==> src/floor_logic_macros.svh <==
// Sized for an eleven-floor shaft; FLOOR_WIDTH must cover FLOOR_COUNT-1 when either changes
`ifndef FLOOR_LOGIC_MACROS_SVH
`define FLOOR_LOGIC_MACROS_SVH

////////////////////////////////////////
// Shaft geometry
////////////////////////////////////////

// Number of landings served by the car, floor 1 is index 0
`define FLOOR_COUNT 11

// Bits in a floor index
`define FLOOR_WIDTH 4

`endif

==> src/floor_logic_pkg.sv <==
// Floor indices are zero based (floor 1 is 0); struct field order fixes the packed bit layout
`default_nettype none

`include "floor_logic_macros.svh"

package floor_logic_pkg;

    ////////////////////////////////////////
    // Floor types
    ////////////////////////////////////////

    // One floor index, 0 up to FLOOR_COUNT-1
    typedef logic [`FLOOR_WIDTH-1:0] floor_t;

    // One bit per floor, bit 0 is floor 1
    typedef logic [`FLOOR_COUNT-1:0] floor_mask_t;

    ////////////////////////////////////////
    // Bundles
    ////////////////////////////////////////

    // Position reported by the car's motion FSM
    typedef struct packed {
        floor_t floor;
        logic   moving;
    } car_status_t;

    // Command to the motion FSM
    typedef struct packed {
        floor_t target;
        logic   up;       // 1 = travel up, 0 = travel down
        logic   activate;
    } dispatch_t;

    typedef struct packed {
        logic open_allowed;
        logic close_allowed;
    } door_permit_t;

    // Dispatcher FSM
    typedef enum logic [1:0] {
        halted,
        idle,
        dispatching
    } dispatch_state_t;

endpackage

`default_nettype wire

==> src/call_register.sv <==
// Presses at the car's own floor are dropped; lamps hold their value while service_enable is low
`timescale 1ns/100ps
`default_nettype none

`include "floor_logic_macros.svh"

module call_register (
    input  logic                        clock,
    input  logic                        reset_n,
    input  floor_logic_pkg::floor_mask_t buttons,
    input  floor_logic_pkg::car_status_t car,
    input  logic                        service_enable,
    output floor_logic_pkg::floor_mask_t lamps
);

    // One-hot mask of the floor the car is at
    floor_logic_pkg::floor_mask_t here_mask;
    // Requests to add this cycle
    floor_logic_pkg::floor_mask_t set_mask;
    // Requests served this cycle
    floor_logic_pkg::floor_mask_t clear_mask;
    floor_logic_pkg::floor_mask_t lamps_next;

    ////////////////////////////////////////
    // Current floor decode
    ////////////////////////////////////////

    always_comb begin
        here_mask = '0;
        for (int i = 0; i < `FLOOR_COUNT; i++) begin
            here_mask[i] = (car.floor == floor_logic_pkg::floor_t'(i));
        end
    end

    ////////////////////////////////////////
    // Lamp update
    ////////////////////////////////////////

    // A press at the current floor is already served, so it never lights
    assign set_mask = buttons & ~here_mask;

    // Only a stopped car serves its floor; passing through does not count
    assign clear_mask = car.moving ? '0 : here_mask;

    // Clear wins over set, though the two masks never overlap anyway
    assign lamps_next = (lamps | set_mask) & ~clear_mask;

    always_ff @(posedge clock or negedge reset_n) begin
        if (!reset_n) begin
            lamps <= '0;
        end else if (service_enable) begin
            lamps <= lamps_next;
        end
    end

endmodule

`default_nettype wire

==> src/dispatch_control.sv <==
// State lags power and emergency by one edge; outputs are registered one cycle behind their causes
`timescale 1ns/100ps
`default_nettype none

module dispatch_control (
    input  logic                          clock,
    input  logic                          reset_n,
    input  logic                          power_switch,
    input  logic                          emergency_button,
    input  logic                          door_open_button,
    input  logic                          door_close_button,
    input  floor_logic_pkg::car_status_t  car,
    input  floor_logic_pkg::floor_t       next_target,
    output logic                          service_enable,
    output floor_logic_pkg::dispatch_t    dispatch,
    output floor_logic_pkg::door_permit_t door
);

    floor_logic_pkg::dispatch_state_t state;
    floor_logic_pkg::dispatch_state_t state_next;
    floor_logic_pkg::dispatch_t       dispatch_next;
    floor_logic_pkg::door_permit_t    door_next;

    // Car stopped and controller running
    logic serviceable;
    logic halt_request;

    ////////////////////////////////////////
    // Status decode
    ////////////////////////////////////////

    assign halt_request   = !power_switch || emergency_button;
    assign service_enable = (state != floor_logic_pkg::halted);
    assign serviceable    = service_enable && !car.moving;

    ////////////////////////////////////////
    // Dispatch and door decisions
    ////////////////////////////////////////

    always_comb begin
        dispatch_next = dispatch;

        // Target tracks the selector on every edge, even while halted
        dispatch_next.target   = next_target;
        dispatch_next.activate = serviceable && (next_target != car.floor);

        // Direction only changes when a move is actually requested
        if (dispatch_next.activate) begin
            dispatch_next.up = (next_target > car.floor);
        end

        if (serviceable) begin
            door_next.open_allowed  = door_open_button;
            door_next.close_allowed = door_close_button;
        end else begin
            door_next = '0;
        end
    end

    ////////////////////////////////////////
    // Next state
    ////////////////////////////////////////

    always_comb begin
        if (halt_request) begin
            state_next = floor_logic_pkg::halted;
        end else if (dispatch_next.activate) begin
            state_next = floor_logic_pkg::dispatching;
        end else begin
            state_next = floor_logic_pkg::idle;
        end
    end

    ////////////////////////////////////////
    // Registers
    ////////////////////////////////////////

    always_ff @(posedge clock or negedge reset_n) begin
        if (!reset_n) begin
            state    <= floor_logic_pkg::halted;
            dispatch <= '0;
            door     <= '0;
        end else begin
            state    <= state_next;
            dispatch <= dispatch_next;
            door     <= door_next;
        end
    end

endmodule

`default_nettype wire

==> src/floor_logic_top.sv <==
// The motion FSM is external; car status must come from it and dispatch drives it, no handshake
`timescale 1ns/100ps
`default_nettype none

module floor_logic_top (
    input  logic                          clock,
    input  logic                          reset_n,
    input  floor_logic_pkg::floor_mask_t  hall_buttons,
    input  floor_logic_pkg::floor_mask_t  cab_buttons,
    input  floor_logic_pkg::car_status_t  car,
    input  logic                          door_open_button,
    input  logic                          door_close_button,
    input  logic                          emergency_button,
    input  logic                          power_switch,
    output floor_logic_pkg::floor_mask_t  hall_lamps,
    output floor_logic_pkg::floor_mask_t  cab_lamps,
    output floor_logic_pkg::dispatch_t    dispatch,
    output floor_logic_pkg::door_permit_t door
);

    // Union of both banks, the set of floors still to visit
    floor_logic_pkg::floor_mask_t pending;
    floor_logic_pkg::floor_t      next_target;
    logic                         service_enable;

    ////////////////////////////////////////
    // Request banks
    ////////////////////////////////////////

    call_register hall_register (
        .clock          (clock),
        .reset_n        (reset_n),
        .buttons        (hall_buttons),
        .car            (car),
        .service_enable (service_enable),
        .lamps          (hall_lamps)
    );

    call_register cab_register (
        .clock          (clock),
        .reset_n        (reset_n),
        .buttons        (cab_buttons),
        .car            (car),
        .service_enable (service_enable),
        .lamps          (cab_lamps)
    );

    assign pending = hall_lamps | cab_lamps;

    ////////////////////////////////////////
    // Target choice and dispatcher
    ////////////////////////////////////////

    // Direction fed back from the registered dispatch
    target_selector target_selector_inst (
        .pending       (pending),
        .current_floor (car.floor),
        .travel_up     (dispatch.up),
        .next_target   (next_target)
    );

    dispatch_control dispatch_control_inst (
        .clock             (clock),
        .reset_n           (reset_n),
        .power_switch      (power_switch),
        .emergency_button  (emergency_button),
        .door_open_button  (door_open_button),
        .door_close_button (door_close_button),
        .car               (car),
        .next_target       (next_target),
        .service_enable    (service_enable),
        .dispatch          (dispatch),
        .door              (door)
    );

endmodule

`default_nettype wire

==> src/target_selector.sv <==
// Purely combinational; with no lamp lit the target is the current floor, so no move results
`timescale 1ns/100ps
`default_nettype none

`include "floor_logic_macros.svh"

module target_selector (
    input  floor_logic_pkg::floor_mask_t pending,
    input  floor_logic_pkg::floor_t      current_floor,
    input  logic                        travel_up,
    output floor_logic_pkg::floor_t      next_target
);

    // Lowest and highest lit floors
    floor_logic_pkg::floor_t lowest_lit;
    floor_logic_pkg::floor_t highest_lit;
    logic                    any_lit;

    ////////////////////////////////////////
    // Priority search
    ////////////////////////////////////////

    // Scan from the top down so the last hit is the lowest lit floor
    always_comb begin
        lowest_lit = '0;
        for (int i = `FLOOR_COUNT - 1; i >= 0; i--) begin
            if (pending[i]) begin
                lowest_lit = floor_logic_pkg::floor_t'(i);
            end
        end
    end

    // Scan from the bottom up so the last hit is the highest lit floor
    always_comb begin
        highest_lit = '0;
        for (int i = 0; i < `FLOOR_COUNT; i++) begin
            if (pending[i]) begin
                highest_lit = floor_logic_pkg::floor_t'(i);
            end
        end
    end

    assign any_lit = |pending;

    ////////////////////////////////////////
    // Direction select
    ////////////////////////////////////////

    always_comb begin
        if (!any_lit) begin
            next_target = current_floor;
        end else if (travel_up) begin
            next_target = lowest_lit;
        end else begin
            next_target = highest_lit;
        end
    end

endmodule

`default_nettype wire

==> config.mk <==
export PLATFORM = sky130hd
export DESIGN_NAME = floor_logic_top
export DESIGN_NICKNAME = d
export VERILOG_FILES = /design/src/floor_logic_pkg.sv /design/src/call_register.sv /design/src/dispatch_control.sv /design/src/floor_logic_top.sv /design/src/target_selector.sv
export VERILOG_INCLUDE_DIRS = /design/src
export SDC_FILE = /design/constraint.sdc
export NUM_CORES = 1
export LEC_CHECK = 0
export ABC_AREA = 1
export BUFFER_PORTS_ARGS = -buffer_cell sky130_fd_sc_hd__clkbuf_2
export CAP_MARGIN = 20
export CORE_MARGIN = 2
export CORE_UTILIZATION = 38
export DETAILED_ROUTE_END_ITERATION = 16
export MAX_ROUTING_LAYER = met4
export PLACE_DENSITY = 0.67
export SLEW_MARGIN = 20
export SYNTH_ARGS = -nofsm -noshare
export SYNTH_HDL_FRONTEND = slang
export SYNTH_SLANG_ARGS = --single-unit
==> constraint.sdc <==
create_clock -name clock -period 3.15 [get_ports clock]
set_input_delay 0.1575 -clock clock [delete_from_list [all_inputs] [get_ports clock]]
set_output_delay 0.1575 -clock clock [all_outputs]
set_load 0.005 [all_outputs]
-- After elaboration in Yosys (flattened, before gate mapping)
Index checks and enable logic that the tools add are counted.
Widths: inputs -> output; s select.
- add/sub/neg operators: 0
- $mul: 0
- divide/modulo/power cells: 0
- $lt $le $gt $ge: 1
- equality and inequality tests: 11
- shift operators: 0
- mux-type cells: 27
- bitwise operators: 9
- reduce and logical (&&, ||, !) cells: 8
- operators by type and width (operator ; count):
    $mux 4 ; 16
    $and 11x11->11 ; 4
    $or 11x11->11 ; 3
    $not 11->11 ; 2
    $eq 4x3->1 const B ; 4
    $eq 4x4->1 const B ; 3
    $mux 3 ; 4
    $mux 11 ; 1
    $reduce_or 11->1 ; 1
    $mux 2 ; 5
    $eq 4x2->1 const B ; 2
    $eq 4x1->1 const B ; 1
    $gt 4x4->1 ; 1
    $logic_not 4->1 ; 1
    $ne 4x4->1 ; 1
    $logic_and 1x1->1 ; 2
    $logic_not 1->1 ; 2
    $reduce_bool 2->1 ; 1
    $logic_or 1x1->1 ; 1
    $mux 1 ; 1
- register bits: 32
- bits in latches: 0
- bits in writable memories: 0
- memory bits (read-only): 0
- logic and storage cells: 64
- memories: 0

-- Logic depth before layout (Yosys ltp)
Gate-level depths: netlist of the first run.
- depth in word-level cells: 18
- gate-level depth with buffers: 19
- depth with buffers taken out: 19

-- Hierarchy
A second synthesis of the first run with hierarchy kept.
- cell total of the unflattened synthesis: 286
- area, all modules: 1986.9 sq um
- by module, submodules not included (module ; times used ; cells each ; area an instance (sq um) ; sequential area each (sq um)):
    call_register ; 2 ; 73 ; 563.0 ; 275.3
    dispatch_control ; 1 ; 46 ; 461.7 ; 250.2
    target_selector ; 1 ; 61 ; 275.3 ; 0.0
    floor_logic_top ; 1 ; 33 ; 123.9 ; 0.0

-- Worst setup path after synthesis of the first run
No wires, ideal clock.
- kind: flip-flop to flip-flop
- from: reg cab_register.lamps[9]
- to: reg dispatch_control_inst.dispatch[1] (netlist name)
- setup time: 0.082 ns
- arrival time: 1.748 ns
- data required time: 3.068 ns
- path slack: 1.320 ns
- cell stages (with the launch flop): 18
- buffers on the path: 0
- period minus slack after synthesis: 1.830 ns
- cell sequence: dfrtp_1 > inv_2 > nand2_2 > nor3_4 > nand2_1 > nand2_1 > nand2_1 > nand2_1 > nand2_1 > nand2_1 > nand2_1 > o21ai_1 > ha_1 > nand4_1 > nand2_1 > inv_1 > nor2_1 > a31oi_1
- RTL lines (element ; line ; source):
    from (decl) ; call_register.sv:13 ; output floor_logic_pkg::floor_mask_t lamps
    from (signal assigned) ; call_register.sv:52 ; lamps <= lamps_next;

==> results.toml, run 1 <==
[timing]
rsz0062_at_grt = "no"
finalHoldViolations = 0
fin_skew_ns = 0.009495
post-route-period-util = 0.6660
drv_slew = 0
slew_headroom = 0.4587
tns_ns = 0
fmax_mhz = 476.7
finalCriticalPeriod_ns = 2.098
setup_viol = 0
worstMarginPinSlew_ns = 0.8119

[logic_synthesis]
ys_warn_count = 0
yosysSeqAreaShare = 0.4330
synth-compound-area-share = 0.1597
yosys-top-cells-area = "dfrtp_1 43%, o22ai_1 7.8%, inv_1 6.9%"
ys_ff_latch = 32
synth_top_family_by_area = "simple AND/OR/NAND/NOR gates"
netlist_instances = 234
syn_nets = 271
synth-xor-area-share = 0
synthAdderAreaFrac = 0.02706
syn_area_um2 = 1849
synthSimpleGateAreaFrac = 0.2706
synthMuxAreaShare = 0
ys_types = 26
yosysTopAreaCell = "dfrtp_1"
synth.avg_cell_area_um2 = 7.903
netlist.area_leader.share = 0.4330

[layout]
most-common-layout-cells = "62 x clkbuf_2, 34 x nand2_1, 34 x inv_1"
fin_nets = 337
drive_above_1_share = 0.3588
n_antenna_cell = 0
post-route-util = 0.5007
final_common_cell = "clkbuf_2"
area_growth_pct = 27.88

[detailed_routing]
first_pass_iters = 4
postRouteAntennaNets = 0
drc = 0
wl_per_cell_um = 12.82
drt-initial-drc-count = 64
vias = 1751
totalWireLength_mm = 4.717
viasPerCell = 4.758

[setup_path]
worstPathArrival_ns = 2.30
crit_path_max_incr_delay_ns = 0.39
critPathKind = "reg -> reg"
r2r_setup_slack_ns = 1.05
startpoint = "cab_register.lamps[9]$_DFFE_PN0N_"
crit_top_cell = "nand2_1"
crit_path_start_kind = "flip-flop"
reg2reg_from = "cab_register.lamps[9]$_DFFE_PN0N_"
cp_top_family = "simple AND/OR/NAND/NOR gates"
critPathBufInv = 2
reg2reg_depth = 17
cp.required_ns = 3.36
cp_slowest_cell = "dfrtp_1"
cp_cell_sequence = "inv_2, nand2_2, nor3_4, nand2_1, nand2_1, nand2_1, nand2_1, nand2_1, nand2_1, nand2_1, o21ai_1, ha_1, nand4_1, nand2_1, inv_1, nor2_1, a31oi_1"
cp-end-kind = "flip-flop"
critical_path_peak_fanout = 5
r2r-end = "dispatch_control_inst.dispatch[1]$_DFFE_PN0P_"

[clock_tree]
cts_num_sinks = 32
cts_root_buf = "clkbuf_8"
cts_max_level = 2
cts_tree = "done"
cts_made_buffers = 5
hold_buffers = 1
cts.repair.resized = 0
path_clk_slew_ns = 0.07
postCtsSetupBuffers = 0
cts_buffer_depth = 2
clk_latency_ns = 0.29

[worst_hold_path]
min-delay-start = "door_close_button"
hold_path_class = "in -> reg"
worstHoldPathCells = 3
hold_path_end = "dispatch_control_inst.door[0]$_DFF_PN0_"

[grt]
gr-total-overflow = 0
grt_max_degree = 33
grt_pass1_vias = 1757
grt_pass1_wl_mm = 8.045
antenna_found_initial = 0
grt_usage = 0.2006

[floorplan]
core_area_um2 = 4723
dieArea_um2 = 5441
die_h_um = 73.76
fp-row-count = 25
io_pins = 63
die_x_um = 73.76
start_util = 0.3915

[power_and_ir_drop]
power_per_cell_area_nw_per_um2 = 457.8
ir_drop_mv = 0.2303
p_leak_nw = 1.204

[placement]
finalWeightedCongestion = 0.8562
hpwl_mm = 3.668
numPortBuffers = 62

[run_status]
outcome = "finished, final reports clean"

[job]
cap_viol_max_count = 0
[kinds of logic after synthesis]
kind of cell    Yosys count
compound gates           52
simple gates             94
flops                    32
buf+inv                  52
fa+ha+maj                 4
[routing by layer]
layer	track usage	wire, um
met5	-	0
met4	0.08283	63
met3	0.04115	233
met2	0.3254	2310
met1	0.2429	2109
[where the power goes]
part	leakage, nW	internal [mW]	switching (mW)
Sequential	0.331	0.444	0.0284
Clock	0.0645	0.279	0.153
Combinational	0.808	0.0741	0.104
[cells in the mapped netlist]
master and instances:
inv_1 34, nand2_1 34, dfrtp_1 32, nor2_1 28
o21ai_0 23, o22ai_1 23, inv_2 12, nor3_2 8
nor2_2 7, nor3_1 5, clkbuf_1 4, ha_1 4
nand2_2 3, a21oi_1 2, buf_4 2, nor2_4 2
nor3_4 2, a22oi_1 1, a31oi_1 1, nand3b_1 1
nand4_1 1, nand4_2 1, nor4_1 1, nor4_2 1
o211ai_1 1, o21ai_1 1
[state kept, by name, summed over array words and instances (netlist names)]
name                            count
dispatch_control_inst.dispatch      6
dispatch_control_inst.door          2
dispatch_control_inst.state         2
cab_register.lamps                 11
hall_register.lamps                11
[how the worst max path moves through the flow]
stage                                                               end  depth (start not counted)  slack (ns)
after CTS                 dispatch_control_inst.dispatch[1]$_DFFE_PN0P_                         17        1.04
after floorplan           dispatch_control_inst.dispatch[1]$_DFFE_PN0P_                         17        1.32
after detailed placement  dispatch_control_inst.dispatch[1]$_DFFE_PN0P_                         17        1.07
after global placement    dispatch_control_inst.dispatch[1]$_DFFE_PN0P_                         17        1.10
final                     dispatch_control_inst.dispatch[1]$_DFFE_PN0P_                         17        1.05
after global routing      dispatch_control_inst.dispatch[1]$_DFFE_PN0P_                         17        0.78
[cell type report]
cell class              count  area [um^2]
repair buffers             65        335.3
inverters                  46        172.7
flip-flops and latches     32        800.8
well taps                  67        83.83
multi-input cells         150        845.8
clock inverters             1        30.03
clock buffers               7        96.34
fillers                   483         2359
[worst register-to-register path: cells and delay by family, from the launching register on]
| kind | cells | cell delay, ns |
|---|---|---|
| and+or+nand+nor | 12 | 0.90 |
| DFF | 1 | 0.39 |
| adders and majority gates | 1 | 0.29 |
| AOI/OAI and AO/OA | 2 | 0.27 |
| buffers and inverters | 2 | 0.18 |
[per-stage QoR]
step / hold WS, ns / power [mW] / std cells / area [um^2] / setup slack [ns]
floorplan: -0.1381 / 0.5750 / 234 / 1849 / 1.320
finish: 0.05459 / 1.082 / 368 / 2365 / 1.052
detailed placement: 0.2773 / 0.6601 / 359 / 2228 / 1.069
global route: 0.06022 / 1.142 / 368 / 2365 / 0.7819
global placement: 0.2804 / 0.6564 / 359 / 2228 / 1.100
CTS: 0.04851 / 1.093 / 368 / 2365 / 1.042
(Power assumes the default switching activity.)
==> inputs of run 2 (changes only) <==
--- a/config.mk
+++ b/config.mk
@@ -6,14 +6,14 @@
 export SDC_FILE = /design/constraint.sdc
 export NUM_CORES = 1
 export LEC_CHECK = 0
-export ABC_AREA = 1
+export ABC_AREA = 0
 export BUFFER_PORTS_ARGS = -buffer_cell sky130_fd_sc_hd__clkbuf_2
 export CAP_MARGIN = 20
 export CORE_MARGIN = 2
 export CORE_UTILIZATION = 38
 export DETAILED_ROUTE_END_ITERATION = 16
 export MAX_ROUTING_LAYER = met4
-export PLACE_DENSITY = 0.67
+export PLACE_DENSITY = 0.71
 export SLEW_MARGIN = 20
 export SYNTH_ARGS = -nofsm -noshare
 export SYNTH_HDL_FRONTEND = slang
==> constraint.sdc (replaced) <==
create_clock -name clock -period 1.9 [get_ports clock]
set_input_delay 0.095 -clock clock [delete_from_list [all_inputs] [get_ports clock]]
set_output_delay 0.095 -clock clock [all_outputs]
set_load 0.005 [all_outputs]
==> results.toml, run 2 <==
[run_status]
outcome = "finished with violations"
violations = "setup timing"

[setup_path]
worstPathArrival_ns = 3.06
crit_top_cell = "or4_4"
cp_slowest_cell = "or4_4"
cp_cell_sequence = "or4_4, or3_4, or4_4, o2bb2ai_4, ha_1, nor2b_1, o21ai_1, nand2b_1, a21oi_2, a21oi_1"
reg2reg_from = "cab_register.lamps[9]$_DFFE_PN0N_"
critPathBufInv = 0
reg2reg_depth = 10
r2r-end = "dispatch_control_inst.dispatch[1]$_DFFE_PN0P_"
crit_path_max_incr_delay_ns = 0.54
r2r_setup_slack_ns = -1.02
crit_path_start_kind = "flip-flop"
critPathKind = "reg -> reg"
cp-end-kind = "flip-flop"
cp.required_ns = 2.05
cp_top_family = "simple AND/OR/NAND/NOR gates"
critical_path_peak_fanout = 3

[floorplan]
fp-row-count = 23
die_x_um = 69.60
io_pins = 63
core_area_um2 = 4058
dieArea_um2 = 4844
die_h_um = 69.60
start_util = 0.4030

[clock_tree]
cts_made_buffers = 5
cts_root_buf = "clkbuf_8"
cts_buffer_depth = 2
clk_latency_ns = 0.27
cts_num_sinks = 32
cts_tree = "done"
path_clk_slew_ns = 0.06
cts_max_level = 2

[logic_synthesis]
postSynth.asyncResetShare = 1.000
syn_area_um2 = 1635
ys_types = 32
yosys-top-cells-area = "dfrtp_1 49%, a21oi_1 9.2%, nor2_1 8.7%"
ys_warn_count = 0
yosysSeqAreaShare = 0.4897
netlist.area_leader.share = 0.4897
yosysTopAreaCell = "dfrtp_1"
synth_commonest_cells = "38 x nor2_1, 32 x dfrtp_1, 30 x a21oi_1"
yosysMostFrequentCell = "nor2_1"
netlist_instances = 190
synth_ff_type = "dfrtp_1"
synth-edff-count = 0
syn_nets = 227
synth.avg_cell_area_um2 = 8.607
ys_ff_latch = 32

[layout]
area_growth_pct = 44.53
register_area_um2 = 800.8
fin_nets = 326
drive_above_1_share = 0.3902
multi_input_area_um2 = 812.0
reg.largest.list = "cab_register.lamps (11), hall_register.lamps (11), dispatch_control_inst.dispatch (6)"
final_common_cell = "clkbuf_2"
fillCellCount = 372
n_antenna_cell = 0
most-common-layout-cells = "62 x clkbuf_2, 38 x nor2_1, 36 x buf_4"

[worst_hold_path]
worstHoldPathCells = 3
hold_path_class = "in -> reg"
hold_path_end = "dispatch_control_inst.door[0]$_DFF_PN0_"
min-delay-start = "door_close_button"

[detailed_routing]
wl_per_cell_um = 13.42
vias = 1795
drt-initial-drc-count = 103
drc = 0
totalWireLength_mm = 4.521
viasPerCell = 5.326
postRouteAntennaNets = 0
first_pass_iters = 4

[grt]
grt_max_degree = 33
grt_pass1_wl_mm = 8.073
gr-total-overflow = 0
antenna_found_initial = 0
grt_pass1_vias = 1778
grt_usage = 0.2091

[timing]
worstMarginPinSlew_ns = 0.7808
finalWorstSetupSlack_ns = -1.018
drv_slew = 0
fin_skew_ns = 0.003092
rsz0062_at_grt = "yes"
post-route-period-util = 1.536
slew_headroom = 0.4795
tns_ns = -4.644
setup_viol = 8
finalCriticalPeriod_ns = 2.918
finalHoldViolations = 0
fmax_mhz = 342.7

[placement]
hpwl_mm = 3.702
finalWeightedCongestion = 0.8401
place_ws_ns = -0.9827
numPortBuffers = 62

[power_and_ir_drop]
p_leak_nw = 1.092
ir_drop_mv = 0.4045
power_per_cell_area_nw_per_um2 = 688.0

[job]
cap_viol_max_count = 0
==> run 2: final cells by class <==
cell class,count,share of cell area
repair buffers,100,0.2541
clock buffers,5,0.02912
well taps,50,0.02647
multi-input cells,145,0.3436
inverters,5,0.007941
flip-flops and latches,32,0.3388
==> run 2: kinds of logic (layout without fill, tap and decap cells) <==
| kind of cell | after synthesis | in the layout | share of synthesized area |
|---|---|---|---|
| compound gates | 60 | 60 | 0.2066 |
| fa+ha+maj | 4 | 4 | 0.03061 |
| buf+inv | 13 | 110 | 0.03214 |
| flops | 32 | 32 | 0.4897 |
| simple gates | 81 | 81 | 0.2410 |
==> run 2: per-stage QoR <==
step | utilization | hold slack (ns) | instances | power [mW] | cell area (um^2)
finish | 0.5825 | 0.008467 | 337 | 1.626 | 2364
global route | 0.5825 | 0.01314 | 337 | 1.734 | 2364
CTS | 0.5816 | 0.008291 | 337 | 1.634 | 2360
detailed placement | 0.5547 | 0.2106 | 329 | 1.162 | 2251
global placement | 0.5547 | 0.2055 | 329 | 1.149 | 2251
floorplan | - | -0.2006 | 190 | 0.9571 | 1649
==> run 2: report_power, final <==
part	switching, mW	total, mW	internal (mW)
combinational	0.208	0.416	0.208
sequential	0.0246	0.762	0.738
clock	0.212	0.447	0.235
total	0.445	1.63	1.18
==> run 2: layer usage <==
metal  global-route usage  vias up  part of all wire
li1                     -      875                 -
met1               0.2754      849              0.43
met2               0.3355       62              0.49
met3              0.03488        9             0.063
met4              0.05447        0             0.017
met5                    -        -                 0
==> run 2: worst min-delay path, stage by stage <==
cell	delay [ns]
clkbuf_2	0.08
inv_1	0.04
nor2_1	0.03
==> run 2: how the worst max path moves through the flow <==
stage	startpoint	to	slack, ns	cells after the start
4_1_cts	cab_register.lamps[9]$_DFFE_PN0N_	dispatch_control_inst.state[1]$_DFF_PN0_	-0.98	9
3_5_place_dp	cab_register.lamps[9]$_DFFE_PN0N_	dispatch_control_inst.dispatch[1]$_DFFE_PN0P_	-0.98	10
5_1_grt	cab_register.lamps[9]$_DFFE_PN0N_	dispatch_control_inst.dispatch[1]$_DFFE_PN0P_	-1.15	10
6_report	cab_register.lamps[9]$_DFFE_PN0N_	dispatch_control_inst.dispatch[1]$_DFFE_PN0P_	-1.02	10
3_3_place_gp	cab_register.lamps[9]$_DFFE_PN0N_	dispatch_control_inst.dispatch[1]$_DFFE_PN0P_	-0.91	10
2_1_floorplan	cab_register.lamps[9]$_DFFE_PN0N_	dispatch_control_inst.dispatch[1]$_DFFE_PN0P_	-0.93	10
==> run 2: timing repair <==
item	in CTS	in global routing
setup buffers	1	0
setup endpoints to repair	8	8
resized for setup	1	1
hold buffers	2	0
endpoints found under the hold margin	33	0
==> inputs of run 3 (changes only) <==
--- a/config.mk
+++ b/config.mk
@@ -6,14 +6,13 @@
 export SDC_FILE = /design/constraint.sdc
 export NUM_CORES = 1
 export LEC_CHECK = 0
-export ABC_AREA = 0
 export BUFFER_PORTS_ARGS = -buffer_cell sky130_fd_sc_hd__clkbuf_2
 export CAP_MARGIN = 20
 export CORE_MARGIN = 2
-export CORE_UTILIZATION = 38
+export CORE_UTILIZATION = 43
 export DETAILED_ROUTE_END_ITERATION = 16
 export MAX_ROUTING_LAYER = met4
-export PLACE_DENSITY = 0.71
+export PLACE_DENSITY = 0.79
 export SLEW_MARGIN = 20
 export SYNTH_ARGS = -nofsm -noshare
 export SYNTH_HDL_FRONTEND = slang
==> results.toml, run 3 (synthesis results as in run 2) <==
[worst_hold_path]
hold_path_end = "hall_register.lamps[6]$_DFFE_PN0N_"
hold_path_class = "in -> reg"
min-delay-start = "hall_buttons[6]"
worstHoldPathCells = 3

[floorplan]
start_util = 0.4467
io_pins = 63
die_h_um = 65.67
die_x_um = 65.67
fp-row-count = 22
dieArea_um2 = 4313
core_area_um2 = 3661

[setup_path]
reg2reg_depth = 12
reg2reg_from = "cab_register.lamps[9]$_DFFE_PN0N_"
r2r_setup_slack_ns = -1.05
worstPathArrival_ns = 3.12
critPathKind = "reg -> reg"
cp.required_ns = 2.06
r2r-end = "dispatch_control_inst.dispatch[1]$_DFFE_PN0P_"
critical_path_peak_fanout = 2
crit_path_start_kind = "flip-flop"
cp-end-kind = "flip-flop"

[timing]
rsz0062_at_grt = "yes"
finalCriticalPeriod_ns = 2.953
fmax_mhz = 338.7
worstMarginPinSlew_ns = 0.7813
tns_ns = -4.556
drv_slew = 0
setup_viol = 6
fin_skew_ns = 0.006404
finalHoldViolations = 0
finalWorstSetupSlack_ns = -1.053
timing.hold.ws_ns = 0.04252
post-route-period-util = 1.554
slew_headroom = 0.4791

[detailed_routing]
vias = 1955
viasPerCell = 5.650
totalWireLength_mm = 5.321
first_pass_iters = 4
drc = 0
wl_per_cell_um = 15.38
postRouteAntennaNets = 0
drt-initial-drc-count = 131

[power_and_ir_drop]
p_leak_nw = 1.147
p_total_mw = 1.762
ir_drop_mv = 0.4014
power_per_cell_area_nw_per_um2 = 702.7

[run_status]
outcome = "finished with violations"
violations = "setup timing"

[layout]
reg.largest.list = "cab_register.lamps (11), hall_register.lamps (11), dispatch_control_inst.dispatch (6)"
final_cell_area_um2 = 2507
stdcell_count = 346
fin_nets = 334
most-common-layout-cells = "62 x clkbuf_2, 38 x buf_4, 36 x nor2_1"
n_antenna_cell = 0
post-route-util = 0.6849
area_growth_pct = 53.33
drive_above_1_share = 0.4161
final_common_cell = "clkbuf_2"

[placement]
dp_cells = 329
hpwl_mm = 3.692
place_ws_ns = -1.012
numPortBuffers = 62
finalWeightedCongestion = 0.8616
placed_area_um2 = 2263

[grt]
gr-total-overflow = 0
grt.busiest_layer = "met2"
grt_pass1_wl_mm = 8.418
grt_max_degree = 33
grt_usage = 0.2672
global_route.usage.met2 = 0.4381
antenna_found_initial = 0
grtUsageMet3 = 0.05993
use_met1 = 0.3039
grt_pass1_vias = 1903

[clock_tree]
cts_buffer_depth = 2
cts_root_buf = "clkbuf_8"
cts_tree = "done"
cts_made_buffers = 5
cts_num_sinks = 32
cts_max_level = 2
path_clk_slew_ns = 0.07
clk_latency_ns = 0.29

[job]
cap_viol_max_count = 0
## run 3: changes by cell type in the layout (fill, tap and decap cells not counted), sizes merged
cell	before	now
clkbuf	67	70
buf	36	42
dlygate4sd3	2	4
## run 3: repair_timing
item / 4_1_cts / 5_1_grt
buffers inserted: 4 / 2
pin swaps: 4 / 5
resized for setup: 9 / 8
hold buffers: 4 / 0
hold endpoints to repair: 35 / 0
endpoints found under the setup margin: 8 / 8
## run 3: area by class of cell
class	instances	area [um^2]
Sequential cell	32	800.8
Tap cell	48	60.06
Multi-Input combinational cell	145	857.1
Fill cell	275	1154
Inverter	5	18.77
Timing Repair Buffer	108	680.7
Clock buffer	8	90.09
## run 3: worst max-delay path: stages (launching register included)
cell	delay, ns
dfrtp_1	0.38
or4_4	0.53
buf_4	0.15
o21ai_0	0.18
a21oi_1	0.14
o21ai_0	0.40
o2bb2ai_4	0.18
ha_1	0.26
nor2b_1	0.14
o21ai_1	0.13
nand2b_1	0.10
a21oi_2	0.15
a21oi_1	0.08
## run 3: where the power goes
part	leakage (nW)	switching, mW	internal [mW]
clock network	0.0455	0.247	0.295
registers	0.331	0.0275	0.737
logic	0.771	0.235	0.220
## run 3: routing by layer
layer,routed length [um],vias to the layer above
met4,231,0
met2,2639,107
met3,414,26
li1,-,896
met1,2036,926
met5,0,-
## run 3: how the worst max path moves through the flow
stage                                            from                                       endpoint  slack (ns)
floorplan           cab_register.lamps[9]$_DFFE_PN0N_  dispatch_control_inst.dispatch[1]$_DFFE_PN0P_       -0.93
global placement    cab_register.lamps[9]$_DFFE_PN0N_  dispatch_control_inst.dispatch[1]$_DFFE_PN0P_       -0.90
detailed placement  cab_register.lamps[9]$_DFFE_PN0N_  dispatch_control_inst.dispatch[1]$_DFFE_PN0P_       -1.01
CTS                 cab_register.lamps[9]$_DFFE_PN0N_  dispatch_control_inst.dispatch[1]$_DFFE_PN0P_       -0.98
global route        cab_register.lamps[9]$_DFFE_PN0N_  dispatch_control_inst.dispatch[1]$_DFFE_PN0P_       -1.15
finish              cab_register.lamps[9]$_DFFE_PN0N_  dispatch_control_inst.dispatch[1]$_DFFE_PN0P_       -1.05
